[config.mk]
export PLATFORM = sky130hd
export DESIGN_NAME = wb_arbiter
export DESIGN_NICKNAME = d
export VERILOG_FILES = /design/src/common/fetch_pkg.sv /design/src/source/wb_arbiter.sv
export SDC_FILE = /design/constraint.sdc
export NUM_CORES = 1
export LEC_CHECK = 0
export BUFFER_PORTS_ARGS = -buffer_cell sky130_fd_sc_hd__buf_2
export CORE_AREA = 2 2 66 68
export DETAILED_ROUTE_END_ITERATION = 8
export DIE_AREA = 0 0 68 70
export PLACE_DENSITY = 0.7
export SYNTH_ARGS = -nofsm -noshare
export SYNTH_HDL_FRONTEND = slang
export SYNTH_SLANG_ARGS = --single-unit
[constraint.sdc]
create_clock -name clk_i -period 1.75 [get_ports clk_i]
set_clock_uncertainty 0.2 [all_clocks]
set_input_delay 0.2625 -clock clk_i [delete_from_list [all_inputs] [get_ports clk_i]]
set_output_delay 0.2625 -clock clk_i [all_outputs]
set_load 0.05 [all_outputs]
[src/common/fetch_pkg.sv]
`default_nettype none

package fetch_pkg;

    // Machine word, also the byte address width
    localparam int XLEN = 32;

    // Instruction width, no compressed forms
    localparam int ILEN = 32;

    // Bus addresses count words, byte offset dropped
    localparam int WADR_W = XLEN - 2;

    // Interrupt cause selects one of eight table entries
    localparam int CAUSE_W = 3;

    // Default table location, top eight words of a 256-word memory
    // Entry 0 holds the reset vector, entry n the handler for cause n
    localparam logic [XLEN-1:0] VTABLE_BASE = 32'h0000_03e0;

    // Prefetch bus states
    typedef enum logic [1:0] {
        IDLE   = 2'd0,
        VECTOR = 2'd1,
        FETCH  = 2'd2
    } prefetch_state_t;

endpackage

`default_nettype wire

[src/source/wb_arbiter.sv]
`default_nettype none

module wb_arbiter (
    input  logic                         clk_i,
    input  logic                         reset_i,
    input  logic                         m0_req_i,
    input  logic                         m0_stb_i,
    input  logic [fetch_pkg::WADR_W-1:0]   m0_adr_i,
    input  logic                         m1_req_i,
    input  logic                         m1_stb_i,
    input  logic                         m1_we_i,
    input  logic [fetch_pkg::WADR_W-1:0]   m1_adr_i,
    input  logic [fetch_pkg::XLEN-1:0]     m1_dat_i,
    input  logic                         s_ack_i,
    input  logic                         s_err_i,
    output logic                         m0_grant_o,
    output logic                         m1_grant_o,
    output logic                         s_stb_o,
    output logic                         s_cyc_o,
    output logic                         s_we_o,
    output logic [fetch_pkg::WADR_W-1:0]   s_adr_o,
    output logic [fetch_pkg::XLEN-1:0]     s_dat_o,
    output logic [fetch_pkg::XLEN/8-1:0]   s_sel_o
);
    import fetch_pkg::*;

    logic [1:0] grant_q;
    logic       prio_m1;
    logic       active;

    assign m0_grant_o = grant_q[0];
    assign m1_grant_o = grant_q[1];

    // A cycle lasts as long as the owner keeps its request up
    assign active = (grant_q[0] && m0_req_i) || (grant_q[1] && m1_req_i);

    always_ff @(posedge clk_i) begin
        if (reset_i) begin
            grant_q <= 2'b00;
            prio_m1 <= 1'b0;
        end else if (active) begin
            // Whoever just finished yields priority to the other
            if (s_ack_i || s_err_i) begin
                prio_m1 <= grant_q[0];
            end
        end else if (m0_req_i && (!m1_req_i || !prio_m1)) begin
            grant_q <= 2'b01;
        end else if (m1_req_i) begin
            grant_q <= 2'b10;
        end else begin
            grant_q <= 2'b00;
        end
    end

    // Slave side mux, master 0 only ever reads
    assign s_cyc_o = active;
    assign s_stb_o = (grant_q[0] && m0_stb_i) || (grant_q[1] && m1_stb_i);
    assign s_we_o  = grant_q[1] && m1_we_i;
    assign s_adr_o = grant_q[1] ? m1_adr_i : m0_adr_i;
    assign s_dat_o = grant_q[1] ? m1_dat_i : '0;
    assign s_sel_o = {(XLEN/8){1'b1}};

endmodule

`default_nettype wire

==> results by group <==
Status
  – Outcome: finished with violations
  – Failing checks: negative setup slack

Clocking
  – Clock sinks: 3
  – Clock Tree Buf Depth: 2
  – Hold-fix buffers, CTS: 0
  – Clock Tree Root: clkbuf_8
  – Clk slew on worst S/H paths: 0.03 ns
  – Worst skew pair latency: 0.21 ns
  – CTS tree: built
  – CTS Buf Count: 3
  – H-tree depth: 1

Cells and area
  – Util after Layout: 52.4%
  – Syn-to-layout area delta: 162%
  – Layout cells sized above 1: 87.5%
  – NumNets Final: 365
  – Most common cell after layout, fill and taps aside: buf_2
  – Most frequent cells in the layout: 115 x buf_2, 49 x buf_6, 26 x mux2_2, 20 x and2_2, 13 x and2_1
  – ANT cells: 0

Detailed routing
  – Remaining routing DRC violations: 0
  – Initial DRC Count: 24
  – Via/cell ratio: 4.21
  – DR vias: 1325
  – Pre-antenna DRT Iters: 2
  – WL final: 4420 um
  – Drt wl/cell: 14.0 um
  – Final antenna-violating net count: 0

Placed design
  – Post-DP HPWL: 3150 um
  – Input/output buffers: 167
  – Final GP Congestion: 0.802
  – Dpl ws: 0.139 ns

Flow run
  – Max Cap Violations: 0

Power and ir drop
  – Leak: 1.19 nW
  – Power per cell area: 550 nW/um2
  – Worst VDD drop: 0.363 mV

Synth
  – Cells after synthesis: 94
  – Seq/Total Area, Yosys: 7.26%
  – #FFs+latches synth: 3
  – Area leader, netlist: mux2_2
  – Post-synth EDFFs: 0
  – Synth cell types: 23
  – Synth Area in Simple Gates: 28.4%
  – Largest family of logic cells by synthesized area: multiplexers
  – Synth area leaders: mux2_2 41%, and2_1 25%, dfxtp_1 7.3%
  – Yosys warning count: 0
  – Post-synthesis mux area share: 40.8%
  – Synth Area in XOR/XNOR: 0%
  – Synth Area in Compound Gates: 9.68%
  – Area share of fa/ha/maj cells after synthesis: 0%
  – Synth Flop Type: dfxtp_1
  – Asr flop ratio synth: 0%
  – Syn_area_per_cell: 8.80 um2
  – Top-area cell type share of the netlist area: 40.8%
  – Synthesized area: 827 um2

Global routing
  – Vias in the first global route: 1232
  – Initial antenna violation count: 0
  – First-pass GRT wire length: 5980 um
  – Total global routing overflow: 0
  – Largest net degree at the start of global routing: 28
  – Gr usage total: 16.4%

Timing
  – Final setup viols: 2
  – Final worst slack: -0.00180 ns
  – Fin crit share: 100%
  – Max-slew violations: 0
  – Min Clock Period, post-route: 1.75 ns
  – Unrepaired setup endpoints after global routing: true
  – F_max: 571 MHz
  – Hold Vio Cnt, Final: 0

Min path
  – Hold depth: 2
  – Hold Crit Class: in2reg

Worst setup path
  – CP required: 1.29 ns
  – Crit Path Max Fanout: 14
  – Critical path arrival: 1.29 ns
  – Critical Path Start Type: flop
  – Critical path class: reg2out
  – Worst reg2reg path depth: 3
  – Critical Path End Type: output port

Floorplan
  – Initial Util: 20.0%
  – Die X: 68 um
  – Die H: 70 um
  – Row count: 24
  – # IOs: 172
  – Die ar.: 4760 um2
  – Placeable Area: 4140 um2
-- area by class of cell --
class	count	area (um2)
Clock buffer	4	45.0
Fill cell	388	1970
Timing Repair Buffer	174	1280
Tap cell	52	65.1
Inverter	1	3.75
Sequential cell	3	63.8
Multi-Input combinational cell	81	708
-- synth_stat cells (2+ instances only) --
master    count
and2_1       33
mux2_2       30
buf_4         4
buf_6         3
dfxtp_1       3
nand2b_1      3
a22o_1        2
-- power by group --
| part | internal, W | switching [W] |
|---|---|---|
| Sequential | 0.0000742 | 0.00000899 |
| Combinational | 0.000375 | 0.000534 |
| Clock | 0.000155 | 0.0000451 |
-- worst paths after layout --
| check | start | end | slack [ns] |
|---|---|---|---|
| hold reg to reg | prio_m1 | grant_q[1] | 0.30 |
| setup / recovery | grant_q[1] | s_adr_o[6] | -0.002 |
| setup reg to reg | grant_q[1] | prio_m1 | 0.42 |
| hold / removal | reset_i | grant_q[1] | 0.04 |
-- state kept, by name, summed over array words and instances, names as in the netlist --
register and flops:
grant_q 2, prio_m1 1
-- logic make-up (layout without fill, tap and decap cells) --
logic type,after synthesis,in the layout
other,1,4
buffers and inverters,13,179
AND/OR/NAND/NOR,38,38
AO/OA/AOI/OAI,9,9
multiplexers,30,30
flip-flops,3,3
-- routing by layer --
layer	GRT usage (%)	routed length [um]	vias up
li1	-	-	652
met1	16.5	1450	601
met2	33.4	2560	72
met3	2.42	408	0
met4	3.11	0	0
met5	0	0	-
-- repair_timing --
action,in CTS,in global routing
endpoints found under the setup margin,30,44
resized for setup,80,29
gates cloned,2,1
setup buffers,0,2
-- per-stage QoR --
stage               hold slack (ns)  TNS [ns]  total power (W)  instance area (um2)  cells
detailed placement            0.265         0         0.000822                 1690    306
CTS                          0.0311    -0.120          0.00115                 2020    312
global placement              0.259         0         0.000815                 1690    306
global route                 0.0499    -0.679          0.00125                 2170    315
finish                       0.0410  -0.00355          0.00119                 2170    315
floorplan                     0.127         0         0.000632                  865     97
-- critical path, stage by stage, from the launching register on --
cell and delay, ns:
dfxtp_4 0.40, buf_12 0.17, mux2_2 0.35, buf_6 0.15
(Power assumes the default switching activity.)
