`src/common/fetch_pkg.sv`:
```
`default_nettype none

package fetch_pkg;

    // Machine word, also the byte address width
    localparam int XLEN = 32;

    // Instruction width, no compressed forms
    localparam int ILEN = 32;

    // Bus addresses count words, byte offset dropped
    localparam int WADR_W = XLEN - 2;

    // Interrupt cause selects one of eight table entries
    localparam int CAUSE_W = 3;

    // Default table location, top eight words of a 256-word memory
    // Entry 0 holds the reset vector, entry n the handler for cause n
    localparam logic [XLEN-1:0] VTABLE_BASE = 32'h0000_03e0;

    // Prefetch bus states
    typedef enum logic [1:0] {
        IDLE   = 2'd0,
        VECTOR = 2'd1,
        FETCH  = 2'd2
    } prefetch_state_t;

endpackage

`default_nettype wire

```
`src/source/pc_sequencer.sv`:
```
`default_nettype none

module pc_sequencer (
    input  logic                     clk_i,
    input  logic                     reset_i,
    input  logic                     fetch_en_i,
    input  logic                     data_ready_i,
    input  logic [fetch_pkg::ILEN-1:0] instr_i,
    input  logic                     fetch_err_i,
    input  logic                     pc_write_i,
    input  logic [fetch_pkg::XLEN-1:0] new_pc_i,
    output logic                     advance_o,
    output logic [fetch_pkg::XLEN-1:0] pc_o,
    output logic [fetch_pkg::ILEN-1:0] instr_o,
    output logic                     instr_valid_o,
    output logic [fetch_pkg::XLEN-1:0] instr_pc_o,
    output logic                     fetch_err_o
);
    import fetch_pkg::*;

    logic [XLEN-1:0] pc_q;
    logic            pc_valid;
    logic            busy;
    logic            done;

    // Any prefetch response closes the outstanding request
    assign done = data_ready_i || fetch_err_i || pc_write_i;

    // pc holds still until the fetch it addressed is delivered
    assign pc_o          = pc_q;
    assign instr_pc_o    = pc_q;
    assign instr_o       = instr_i;
    assign instr_valid_o = data_ready_i;
    assign fetch_err_o   = fetch_err_i;

    always_ff @(posedge clk_i) begin
        if (reset_i) begin
            pc_q      <= '0;
            pc_valid  <= 1'b0;
            busy      <= 1'b0;
            advance_o <= 1'b0;
        end else begin
            advance_o <= 1'b0;

            if (pc_write_i) begin
                pc_q     <= new_pc_i;
                pc_valid <= 1'b1;
            end else if (data_ready_i || fetch_err_i) begin
                // Errors step too, so a bad word is skipped
                pc_q <= pc_q + XLEN'(4);
            end

            // Nothing is issued until the reset vector has loaded pc
            if (done) begin
                busy <= 1'b0;
            end else if (fetch_en_i && pc_valid && !busy) begin
                advance_o <= 1'b1;
                busy      <= 1'b1;
            end
        end
    end

endmodule

`default_nettype wire

```
`config.mk`:
```
export PLATFORM = sky130hd
export DESIGN_NAME = pc_sequencer
export DESIGN_NICKNAME = d
export VERILOG_FILES = /design/src/common/fetch_pkg.sv /design/src/source/pc_sequencer.sv
export SDC_FILE = /design/constraint.sdc
export NUM_CORES = 1
export LEC_CHECK = 0
export BUFFER_PORTS_ARGS = -buffer_cell sky130_fd_sc_hd__buf_4
export CAP_MARGIN = 25
export CORE_ASPECT_RATIO = 1.25
export CORE_MARGIN = 8
export CORE_UTILIZATION = 30
export CTS_BUF_LIST = sky130_fd_sc_hd__clkbuf_8
export CTS_CLUSTER_DIAMETER = 50
export DETAILED_ROUTE_END_ITERATION = 8
export RECOVER_POWER = 50
export SETUP_SLACK_MARGIN = 0.15
export SLEW_MARGIN = 10
export SYNTH_ARGS = -nofsm -noshare
export SYNTH_HDL_FRONTEND = slang
export SYNTH_SLANG_ARGS = --single-unit
```
`constraint.sdc`:
```
create_clock -name clk_i -period 5.87 [get_ports clk_i]
set_input_delay 0.2935 -clock clk_i [delete_from_list [all_inputs] [get_ports clk_i]]
set_output_delay 0.2935 -clock clk_i [all_outputs]
set_load 0.005 [all_outputs]
```
==> impl_metrics.csv <==
group,metric,value,unit
logic_synthesis,synth_xor_area_frac,0.0394,
logic_synthesis,yosysTopAreaCell,"dfxtp_1",
layout,final_area,2860,um^2
worst_setup_path,crit_path_start_kind,"flip-flop",
logic_synthesis,synth_area,2450,um^2
timing,grt_setup_unrepaired,"false",
global_routing,grt-ovfl-total,0,
logic_synthesis,synth_compound_gate_area_share,0.176,
layout,area.growth.synth_to_final,17.0,%
clocking,clk_latency,0.29,ns
job,maxCapViolCount,0,
worst_setup_path,end_kind,"flip-flop",
place,gp_congestion,0.820,
worst_setup_path,crit_arrival,2.68,ns
route,post-route-drc-count,0,
layout,num_antenna_cells,0,
route,drtIter0Drc,123,
floorplanning,core_area,8100,um^2
logic_synthesis,synth.area.top_cells,"dfxtp_1, buf_4, a311oi_1, nor2_1, or4_1",
worst_setup_path,required,6.04,ns
logic_synthesis,yosysMostFrequentCell,"buf_4",
route,routed_via_density,5.23,
layout,nets,402,
logic_synthesis,synth_top_family_by_area,"simple AND/OR/NAND/NOR gates",
layout,fillers,860,
worst_setup_path,critical_path_class,"flip-flop to flip-flop",
floorplanning,io_pins,169,
global_routing,grt_first_pass_wirelength,11.5,mm
layout,drive_gt1_frac,0.337,
route,vias,2243,
pwr,p_clk_frac,0.301,
timing,finalHoldViolCount,0,
logic_synthesis,yosys.area.top_type_share,0.286,
pwr,p_sw_frac,0.294,
logic_synthesis,yosysSeqAreaShare,0.286,
place,dp_hpwl,5.54,mm
floorplanning,start_util,0.302,
place,portBuffers,104,
layout,final_core_utilization,0.353,
floorplanning,die_y,117,um
timing,clock_skew,0.0119,ns
clocking,hold_buffers,0,
timing,worst_pin_slew,0.905,ns
logic_synthesis,yosys.area_share.simple,0.245,
global_routing,grt_start_max_net_pins,52,
clocking,ctsResizeCount,0,
timing,whs,0.240,ns
timing,slew_headroom,0.391,
pwr,comb_power_share,0.207,
logic_synthesis,postSynthAreaPerCell,8.16,um^2
timing,fin_setup_tns,0,ns
route,routed_wirelength,7.27,mm
global_routing,grt_antenna_before_repair,0,
logic_synthesis,synthAdderAreaFrac,0.00511,
clocking,h-tree-depth,2,
outcome,status,"completed",
timing,slew_viol_final,0,
clocking,cts_buffers,5,
timing,max_clock_freq,0.398,GHz
logic_synthesis,synth_seq_cells,35,
floorplanning,fp-row-count,37,
clocking,cts_setup_buffers,0,
pwr,p_sw,168,uW
place,dpl_cell_area,2800,um^2
pwr,power_density,200,nW/um^2
logic_synthesis,synth-edff-count,0,
clocking,cts_tree,"done",
logic_synthesis,synth.yosys.warnings,0,
logic_synthesis,synth_cell_types,43,
clocking,root_buffer,"clkbuf_8",
global_routing,grt_usage,0.123,
clocking,clk_pin_slew,0.07,ns
pwr,p_int,403,uW
global_routing,grt_pass1_vias,2274,
route,ant_nets,0,
logic_synthesis,muxShareOfSynthArea,0.0123,
pwr,vdd_ir_drop_max,86.5,uV
hold_path,hold_path.class,"input pin to flip-flop",
pwr,seq_power_share,0.492,
route,first_pass_iters,4,
logic_synthesis,synthArstFlopShare,0,
logic_synthesis,yosys_most_used_dff,"dfxtp_1",
timing,setup_viol,0,
floorplanning,dieArea,11300,um^2
clocking,clock_path_buffers,2,
clocking,cts_sinks,35,
timing,fin_crit,2.51,ns
pwr,p_leak,1.13,nW
timing,period_share,0.428,
logic_synthesis,synth_common_cells,"buf_4, dfxtp_1, nor2_1",
logic_synthesis,syn_inst,300,
route,detail_route.wl_per_cell,16.9,um
floorplanning,die_w,96.8,um
logic_synthesis,synth_nets,371,
worst_setup_path,critPathMaxFanout,17,
## kinds of logic after synthesis
| group | after synthesis |
|---|---|
| adder cells (fa/ha/maj) | 1 |
| XOR/XNOR | 11 |
| multiplexers | 3 |
| AO/OA/AOI/OAI | 56 |
| buffers and inverters | 86 |
| AND/OR/NAND/NOR | 108 |
| flip-flops | 35 |
## per-layer routing
| layer | part of all wire | routed length [um] | GRT usage |
|---|---|---|---|
| met2 | 0.50 | 3630 | 0.212 |
| met5 | 0 | 0 | 0 |
| met1 | 0.43 | 3110 | 0.141 |
| met4 | 0.018 | 131 | 0.0627 |
| met3 | 0.055 | 402 | 0.0305 |
## per-stage QoR
step | setup slack, ns | instances | total power, mW
final | 3.36 | 429 | 0.571
after global routing | 2.99 | 429 | 0.603
after CTS | 3.38 | 429 | 0.582
after detailed placement | 3.40 | 421 | 0.411
after global placement | 3.52 | 421 | 0.409
after floorplan | 3.80 | 300 | 0.364
## path summary, 6_finish.rpt
check             cells past startpoint        endpoint  slack (ns)            from
setup reg to reg                      4  instr_pc_o[28]        3.36  instr_pc_o[14]
setup / recovery                      4  instr_pc_o[28]        3.36  instr_pc_o[14]
hold reg to reg                       1       advance_o        0.43            busy
hold / removal                        3   instr_pc_o[1]        0.24     new_pc_i[1]
## layout make-up
| class | instances | area (um^2) | share of cell area |
|---|---|---|---|
| clock buffers | 5 | 68.8 | 0.0240 |
| clock inverters | 3 | 15.0 | 0.00524 |
| inverters | 5 | 18.8 | 0.00656 |
| multi-input cells | 179 | 1170 | 0.408 |
| flip-flops and latches | 35 | 701 | 0.245 |
| well taps | 97 | 121 | 0.0424 |
| repair buffers | 105 | 769 | 0.269 |
## cell usage in the layout (no fill, tap or decap), drive strengths merged, types with 6 or more instances in the layout
cell and instances:
a211oi 10, o31ai 8, xor2 6, o21ai 7
clkbuf 36, dfxtp 35, buf 74, a311oi 16
nor2 33, nand3 8, or4 12, nand2 13
nand4 7
## state kept, by name, summed over array words and instances (netlist names)
signal	count
busy	1
advance_o	1
instr_pc_o	32
pc_valid	1
## worst max-delay path: stages (launching register included)
cell,delay (ns)
dfxtp_1,0.46
nand4_1,0.52
nor4_1,0.88
a311oi_1,0.19
a2111oi_0,0.35
## power groups by stage
stage | clock network, mW | registers, mW | logic, mW
after floorplan | 0 | 0.282 | 0.0824
after global placement | 0 | 0.286 | 0.123
after detailed placement | 0 | 0.287 | 0.123
after CTS | 0.176 | 0.282 | 0.124
after global routing | 0.186 | 0.286 | 0.131
final | 0.172 | 0.281 | 0.118
No activity file was read; power rests on OpenSTA's default activity.
