===== src/common/fetch_pkg.sv =====
`default_nettype none

package fetch_pkg;

    // Machine word, also the byte address width
    localparam int XLEN = 32;

    // Instruction width, no compressed forms
    localparam int ILEN = 32;

    // Bus addresses count words, byte offset dropped
    localparam int WADR_W = XLEN - 2;

    // Interrupt cause selects one of eight table entries
    localparam int CAUSE_W = 3;

    // Default table location, top eight words of a 256-word memory
    // Entry 0 holds the reset vector, entry n the handler for cause n
    localparam logic [XLEN-1:0] VTABLE_BASE = 32'h0000_03e0;

    // Prefetch bus states
    typedef enum logic [1:0] {
        IDLE   = 2'd0,
        VECTOR = 2'd1,
        FETCH  = 2'd2
    } prefetch_state_t;

endpackage

`default_nettype wire


===== src/prefetch/fetch_prefetch.sv =====
`default_nettype none

module fetch_prefetch #(
    parameter logic [fetch_pkg::XLEN-1:0] VTABLE_BASE = fetch_pkg::VTABLE_BASE
) (
    input  logic                        clk_i,
    input  logic                        reset_i,
    input  logic                        advance_i,
    input  logic [fetch_pkg::XLEN-1:0]    pc_i,
    input  logic                        irq_i,
    input  logic [fetch_pkg::CAUSE_W-1:0] irq_cause_i,
    input  logic                        grant_i,
    input  logic [fetch_pkg::XLEN-1:0]    dat_i,
    input  logic                        ack_i,
    input  logic                        err_i,
    output logic                        req_o,
    output logic                        stb_o,
    output logic                        cyc_o,
    output logic [fetch_pkg::WADR_W-1:0]  adr_o,
    output logic                        data_ready_o,
    output logic [fetch_pkg::ILEN-1:0]    instr_o,
    output logic                        fetch_err_o,
    output logic                        pc_write_o,
    output logic [fetch_pkg::XLEN-1:0]    new_pc_o
);
    import fetch_pkg::*;

    prefetch_state_t state;
    logic              boot_done;
    logic              vec_irq;
    logic              irq_pend;
    logic [CAUSE_W-1:0] irq_cause_q;
    logic [XLEN-1:0]   rdata_q;
    logic [WADR_W-1:0] vt_word;
    logic              bus_done;
    logic              irq_done;
    logic              irq_take;

    assign vt_word = VTABLE_BASE[XLEN-1:2];

    // Responses only count while this master owns the bus
    assign bus_done = (state != IDLE) && grant_i && (ack_i || err_i);
    assign irq_done = bus_done && (state == VECTOR) && vec_irq;
    assign irq_take = irq_i && (!irq_pend || irq_done);

    // One cycle per bus transaction, held until the slave answers
    assign req_o = (state != IDLE);
    assign stb_o = (state != IDLE);
    assign cyc_o = (state != IDLE);

    assign instr_o  = rdata_q[ILEN-1:0];
    assign new_pc_o = rdata_q;

    // Pending interrupt waits for the next advance
    always_ff @(posedge clk_i) begin
        if (reset_i) begin
            irq_pend <= 1'b0;
        end else begin
            if (irq_done) begin
                irq_pend <= 1'b0;
            end
            if (irq_take) begin
                irq_pend <= 1'b1;
            end
        end
    end

    always_ff @(posedge clk_i) begin
        if (irq_take) begin
            irq_cause_q <= irq_cause_i;
        end
    end

    always_ff @(posedge clk_i) begin
        if (reset_i) begin
            state        <= IDLE;
            boot_done    <= 1'b0;
            vec_irq      <= 1'b0;
            data_ready_o <= 1'b0;
            fetch_err_o  <= 1'b0;
            pc_write_o   <= 1'b0;
        end else begin
            data_ready_o <= 1'b0;
            fetch_err_o  <= 1'b0;
            pc_write_o   <= 1'b0;
            case (state)
                IDLE: begin
                    if (!boot_done) begin
                        state   <= VECTOR;
                        vec_irq <= 1'b0;
                    end else if (advance_i) begin
                        // Interrupt replaces this fetch with a table read
                        state   <= irq_pend ? VECTOR : FETCH;
                        vec_irq <= irq_pend;
                    end
                end
                VECTOR: begin
                    if (bus_done) begin
                        state       <= IDLE;
                        boot_done   <= 1'b1;
                        pc_write_o  <= ack_i;
                        fetch_err_o <= err_i;
                    end
                end
                FETCH: begin
                    if (bus_done) begin
                        state        <= IDLE;
                        data_ready_o <= ack_i;
                        fetch_err_o  <= err_i;
                    end
                end
                default: state <= IDLE;
            endcase
        end
    end

    // Address tracks the next request while idle, frozen during a cycle
    always_ff @(posedge clk_i) begin
        if (state == IDLE) begin
            if (!boot_done) begin
                adr_o <= vt_word;
            end else if (irq_pend) begin
                adr_o <= vt_word + WADR_W'(irq_cause_q);
            end else begin
                adr_o <= pc_i[XLEN-1:2];
            end
        end
        if (bus_done) begin
            rdata_q <= dat_i;
        end
    end

endmodule

`default_nettype wire


===== config.mk =====
export PLATFORM = sky130hd
export DESIGN_NAME = fetch_prefetch
export DESIGN_NICKNAME = d
export VERILOG_FILES = /design/src/common/fetch_pkg.sv /design/src/prefetch/fetch_prefetch.sv
export SDC_FILE = /design/constraint.sdc
export NUM_CORES = 1
export LEC_CHECK = 0
export ABC_CLOCK_PERIOD_IN_PS = 9700
export BUFFER_PORTS_ARGS = -buffer_cell sky130_fd_sc_hd__buf_4
export CORE_MARGIN = 8
export CORE_UTILIZATION = 46
export CTS_BUF_LIST = sky130_fd_sc_hd__clkbuf_8 sky130_fd_sc_hd__clkbuf_16
export DETAILED_ROUTE_END_ITERATION = 12
export PLACE_DENSITY = 0.85
export SLEW_MARGIN = 25
export SYNTH_ARGS = -nofsm -noshare
export SYNTH_HDL_FRONTEND = slang
export SYNTH_SLANG_ARGS = --single-unit
export TNS_END_PERCENT = 10

===== constraint.sdc =====
create_clock -name clk_i -period 9.7 [get_ports clk_i]
set_input_delay 0.97 -clock clk_i [delete_from_list [all_inputs] [get_ports clk_i]]
set_output_delay 0.97 -clock clk_i [all_outputs]
set_load 0.005 [all_outputs]

==> flow_summary.yaml, run 1 <==
layout:
  layout-drive-gt1-share: 0.567
  final_cells: 405
  antenna_cells: 0
  area_growth_pct: 45.1
  nNetsFinal: 403
  fillCellCount: 419
worst_setup_path:
  critPathMaxStageDelay_ns: 0.64
  worstSetupEndpointType: "output port"
  worstSetupPathType: "reg -> out"
  start_kind: "flop"
  worstPathArrival_ns: 2.08
  required_ns: 8.73
  worstPathMaxFanout: 19
  cp_slowest_cell: "ha_1"
  crit_chain: "inv_1, ha_1, buf_4, inv_1, buf_4"
logic_synthesis:
  synth_flop_cell: "edfxtp_1"
  yosysMostFrequentCell: "edfxtp_1"
  syn_nets: 257
  synth_edf_count: 65
  ys_seq_area_frac: 0.740
  synth.area.top_cells: "edfxtp_1 (68%), buf_4 (9.2%), dfxtp_1 (5.6%)"
  yosysTopAreaCell: "edfxtp_1"
  synth.distinct_cells: 27
  synthCells: 180
  avgSynthCellArea_um2: 15.8
  netlist_area_um2: 2850
  synth_top_area_frac: 0.684
  async_reset_ff_frac: 0
  yosysWarnings: 0
  synth-seq-cells: 73
  synthTopCellsByCount: "edfxtp_1 (65), buf_4 (35), and2_1 (23), dfxtp_1 (8), nand2b_1 (7)"
floorplanning:
  dieWidth_um: 94.8
  initial_core_util: 0.479
  io_pins: 174
  dieArea_um2: 8980
  num_rows: 28
  die_y_um: 94.8
  core_um2: 5960
sta:
  setup_viol: 0
  slew_headroom: 0.510
  rsz0062_at_grt: "no"
  finClkSkew_ns: 0.00564
  drv_slew: 0
  final-hold-violation-count: 0
  tightestPinTransition_ns: 0.736
  period_share: 0.314
  layout_min_cycle_time_ns: 3.05
  tns_ns: 0
  fmax_mhz: 328
job:
  drv_cap: 0
worst_hold_path:
  hold_class: "reg -> reg"
grt:
  grt_max_degree: 33
  track_usage: 0.169
  antenna_found_initial: 0
  grt_pass1_wl_um: 11300
  grt_pass1_vias: 2010
  grt_overflow_total: 0
cts:
  cts_tree: "built"
  h-tree-depth: 3
  postCtsHoldBufs: 0
  numCtsBuffers: 9
  clock_sinks: 73
  cts_resized: 0
  clk_pin_slew_worst_paths_ns: 0.07
  root_buffer: "clkbuf_8"
  post_cts_buffers: 0
  worstSkewPairLatency_ns: 0.32
  cts_buffer_depth: 2
power:
  power_density_nw_per_um2: 218
  pwr-share-clk: 0.235
  p_switching_mw: 0.233
  comb_power_share: 0.262
  peakVddDrop_mv: 0.155
  p_int_mw: 0.671
  switching_share: 0.257
  p_leak_nw: 1.82
  pwr-share-seq: 0.503
placement:
  place_inst: 390
  gp_congestion: 0.824
  port_buffers: 171
  hpwlAfterDp_um: 6330
outcome:
  status: "completed"
route:
  wirelength_um: 7780
  drtPass1Iterations: 4
  antenna_left: 0
  vias: 1902
  drtIter0Drc: 68
  post_drt_wl_per_cell_um: 19.2
  drc: 0
  viasPerCell: 4.70
-- logic make-up (layout without fill, tap and decap cells) --
logic type      count (synthesis)  after routing  share of synthesized area
flops                          73             73                      0.740
simple gates                   52             52                      0.114
buf+inv                        42            192                      0.105
compound gates                  7              7                     0.0167
fa+ha+maj                       3              3                     0.0132
mux                             3              3                     0.0105
-- metal layers --
metal / part of all wire / wire length, um / global-route usage / up-vias
met3: 0.13 / 987 / 0.0762 / 6
met5: 0 / 0 / 0 / -
met4: 0.010 / 79 / 0.0585 / 0
met2: 0.52 / 4010 / 0.295 / 115
li1: - / - / - / 886
met1: 0.35 / 2700 / 0.176 / 895
-- power groups by stage --
stage	registers (mW)	clock network, mW	logic [mW]
after floorplan	0.467	0	0.0829
after global placement	0.457	0	0.235
after detailed placement	0.462	0	0.243
after CTS	0.455	0.219	0.243
after global routing	0.462	0.233	0.258
final	0.454	0.212	0.237
-- registers in the layout, indices dropped and copies added, names as in the netlist --
| register | flops |
|---|---|
| vec_irq | 1 |
| instr_o | 32 |
| irq_cause_q | 3 |
| fetch_err_o | 1 |
| boot_done | 1 |
| irq_pend | 1 |
| state | 2 |
| adr_o | 30 |
| pc_write_o | 1 |
| data_ready_o | 1 |
-- metrics by stage --
| step | util | total power, mW | cell area (um2) | hold WS, ns | setup WS (ns) |
|---|---|---|---|---|---|
| 3_5_place_dp | 0.666 | 0.704 | 3960 | 0.504 | 6.97 |
| 5_1_grt | 0.695 | 0.953 | 4140 | 0.551 | 6.44 |
| 4_1_cts | 0.695 | 0.917 | 4140 | 0.516 | 6.61 |
| 3_3_place_gp | 0.666 | 0.693 | 3960 | 0.463 | 7.05 |
| 6_report | 0.695 | 0.904 | 4140 | 0.521 | 6.65 |
| 2_1_floorplan | - | 0.550 | 2850 | 0.448 | 6.54 |
-- layout make-up --
| cell class | instances | area (um2) | share of cell area |
|---|---|---|---|
| clock buffers | 9 | 124 | 0.0299 |
| clock inverters | 6 | 52.6 | 0.0127 |
| inverters | 4 | 15.0 | 0.00363 |
| multi-input cells | 65 | 444 | 0.107 |
| flip-flops and latches | 73 | 2110 | 0.510 |
| well taps | 75 | 93.8 | 0.0227 |
| repair buffers | 173 | 1300 | 0.314 |
-- worst paths after layout --
kind	startpoint	end	slack (ns)	depth (start not counted)
min	vec_irq	vec_irq	0.52	2
min reg2reg	vec_irq	vec_irq	0.52	2
max	state[0]	stb_o	6.65	5
max reg2reg	state[0]	irq_cause_q[1]	7.21	6
-- cells in the final DEF, fill, tap and decap left out --
master,synthesis,final
buf_4,35,173
edfxtp_1,65,65
and2_1,23,23
clkbuf_8,0,9
dfxtp_1,8,8
nand2b_1,7,7
inv_1,4,6
nor2b_1,5,5
nand2_1,3,3
mux2i_1,3,3
and3_1,3,3
ha_1,3,3
nor2_1,3,2
o211ai_1,2,2
a21oi_1,2,2
clkinv_1,0,2
o31ai_1,1,1
nor2b_4,1,1
or4_1,1,1
nor4bb_1,1,1
nand3_1,1,1
nor2_2,0,1
nor4b_1,1,1
nand3b_1,1,1
nor3b_1,1,1
o21ba_2,1,1
nand4_1,1,1
o21ai_0,1,1
bufinv_16,0,1
clkinvlp_4,0,1
-- worst max-delay path: cells and delay by family (launching register included) --
kind | cells | cell delay (ns)
flip-flops | 1 | 0.34
buffers and inverters | 4 | 0.78
adder cells (fa/ha/maj) | 1 | 0.64
Power figures use the tool's default switching activity.
==> run 2: changes to the inputs <==
--- a/config.mk
+++ b/config.mk
@@ -5,13 +5,13 @@
 export SDC_FILE = /design/constraint.sdc
 export NUM_CORES = 1
 export LEC_CHECK = 0
-export ABC_CLOCK_PERIOD_IN_PS = 9700
+export ABC_CLOCK_PERIOD_IN_PS = 3200
 export BUFFER_PORTS_ARGS = -buffer_cell sky130_fd_sc_hd__buf_4
 export CORE_MARGIN = 8
-export CORE_UTILIZATION = 46
+export CORE_UTILIZATION = 43
 export CTS_BUF_LIST = sky130_fd_sc_hd__clkbuf_8 sky130_fd_sc_hd__clkbuf_16
 export DETAILED_ROUTE_END_ITERATION = 12
-export PLACE_DENSITY = 0.85
+export PLACE_DENSITY = 0.8
 export SLEW_MARGIN = 25
 export SYNTH_ARGS = -nofsm -noshare
 export SYNTH_HDL_FRONTEND = slang
==> constraint.sdc (replaced) <==
create_clock -name clk_i -period 3.2 [get_ports clk_i]
set_input_delay 0.32 -clock clk_i [delete_from_list [all_inputs] [get_ports clk_i]]
set_output_delay 0.32 -clock clk_i [all_outputs]
set_load 0.005 [all_outputs]
==> flow_summary.yaml, run 2 (same netlist as run 1, synthesis figures left out) <==
cts:
  post_cts_buffers: 0
  root_buffer: "clkbuf_8"
  postCtsHoldBufs: 0
  numCtsBuffers: 9
  clk_pin_slew_worst_paths_ns: 0.08
  worstSkewPairLatency_ns: 0.33
  cts_tree: "built"
  h-tree-depth: 3
  clock_sinks: 73
  cts_resized: 0
  cts_buffer_depth: 2
placement:
  port_buffers: 171
  place_inst: 392
  hpwlAfterDp_um: 6050
  placed_area_um2: 3970
  gp_congestion: 0.762
  dp_slack_ns: 1.40
grt:
  track_usage: 0.160
  grt_pass1_wl_um: 11800
  grt_overflow_total: 0
  antenna_found_initial: 0
  grt_pass1_vias: 2016
  grt_max_degree: 35
sta:
  period_share: 0.612
  fmax_mhz: 511
  layout_min_cycle_time_ns: 1.96
  final-hold-violation-count: 0
  setup_viol: 0
  finClkSkew_ns: 0.0104
  rsz0062_at_grt: "no"
  tns_ns: 0
  setup_slack_ns: 1.24
  slew_headroom: 0.645
  drv_slew: 0
  tightestPinTransition_ns: 0.531
route:
  post_drt_wl_per_cell_um: 19.0
  drtIter0Drc: 42
  wirelength_um: 7750
  viasPerCell: 4.71
  antenna_left: 0
  drc: 0
  drtPass1Iterations: 4
  vias: 1920
worst_setup_path:
  critPathMaxStageDelay_ns: 0.39
  cp_slowest_cell: "buf_4"
  worstSetupEndpointType: "output port"
  worstPathArrival_ns: 1.64
  required_ns: 2.88
  crit_chain: "inv_1, ha_1, buf_4, inv_1, buf_4"
  start_kind: "flop"
  worstPathMaxFanout: 34
  worstSetupPathType: "reg -> out"
floorplanning:
  initial_core_util: 0.447
  dieWidth_um: 97.5
  core_um2: 6390
  dieArea_um2: 9500
  die_y_um: 97.5
  io_pins: 174
  num_rows: 29
layout:
  layout_common_cells: "buf_4 (173), edfxtp_1 (65), and2_1 (23)"
  layout-drive-gt1-share: 0.571
  final_cells: 408
  largest_reg_flops: 32
  final_common_cell: "buf_4"
  fillCellCount: 496
  antenna_cells: 0
  fin_area_um2: 4150
  area_growth_pct: 45.6
  nNetsFinal: 403
power:
  switching_share: 0.264
  pwr-share-clk: 0.245
  p_int_mw: 2.04
  comb_power_share: 0.257
  p_switching_mw: 0.731
  peakVddDrop_mv: 0.327
  power.total_mw: 2.77
  pwr-share-seq: 0.498
  power_density_nw_per_um2: 667
  p_leak_nw: 1.83
job:
  drv_cap: 0
worst_hold_path:
  hold_class: "in -> reg"
outcome:
  status: "completed"
## run 2: changes by cell type in the layout (fill, tap and decap cells not counted), sizes merged
cell,before,now
inv,6,5
clkinv,2,4
## run 2: per-layer routing
layer / up-vias / track usage / routed length, um
met4: 0 / 0.0524 / 76
met1: 914 / 0.173 / 2970
met5: - / 0 / 0
li1: 891 / - / -
met3: 8 / 0.0754 / 780
met2: 107 / 0.270 / 3920
## run 2: final timing paths
kind	startpoint	endpoint	slack (ns)	cells past startpoint
worst max-delay path	state[0]	cyc_o	1.24	5
worst min-delay path	dat_i[26]	instr_o[26]	0.16	1
worst max register to register	state[0]	instr_o[0]	1.39	5
worst min register to register	vec_irq	vec_irq	0.50	2
## run 2: stage by stage
step	util	hold slack, ns
final	0.650	0.159
after global routing	0.650	0.129
after CTS	0.650	0.136
after detailed placement	0.621	0.483
after global placement	0.621	0.469
after floorplan	-	0.389
## run 2: power groups by stage
| stage | Combinational [mW] | Sequential, mW | Clock [mW] |
|---|---|---|---|
| floorplan | 0.251 | 1.42 | 0 |
| global placement | 0.709 | 1.39 | 0 |
| detailed placement | 0.726 | 1.40 | 0 |
| CTS | 0.730 | 1.38 | 0.702 |
| global route | 0.770 | 1.40 | 0.742 |
| finish | 0.712 | 1.38 | 0.679 |
## run 2: critical path: cells and delay by family (launching register included)
family	cells	cell delay [ns]
buffers and inverters	4	0.81
DFF	1	0.35
adders and majority gates	1	0.16
## run 2: cell type report
| type | instances | area [um2] | area share |
|---|---|---|---|
| clock buffer | 9 | 124 | 0.0298 |
| clock inverter | 7 | 62.6 | 0.0151 |
| inverter | 4 | 15.0 | 0.00362 |
| multi-input combinational | 65 | 444 | 0.107 |
| sequential | 73 | 2110 | 0.509 |
| tap | 77 | 96.3 | 0.0232 |
| timing repair buffer | 173 | 1300 | 0.313 |
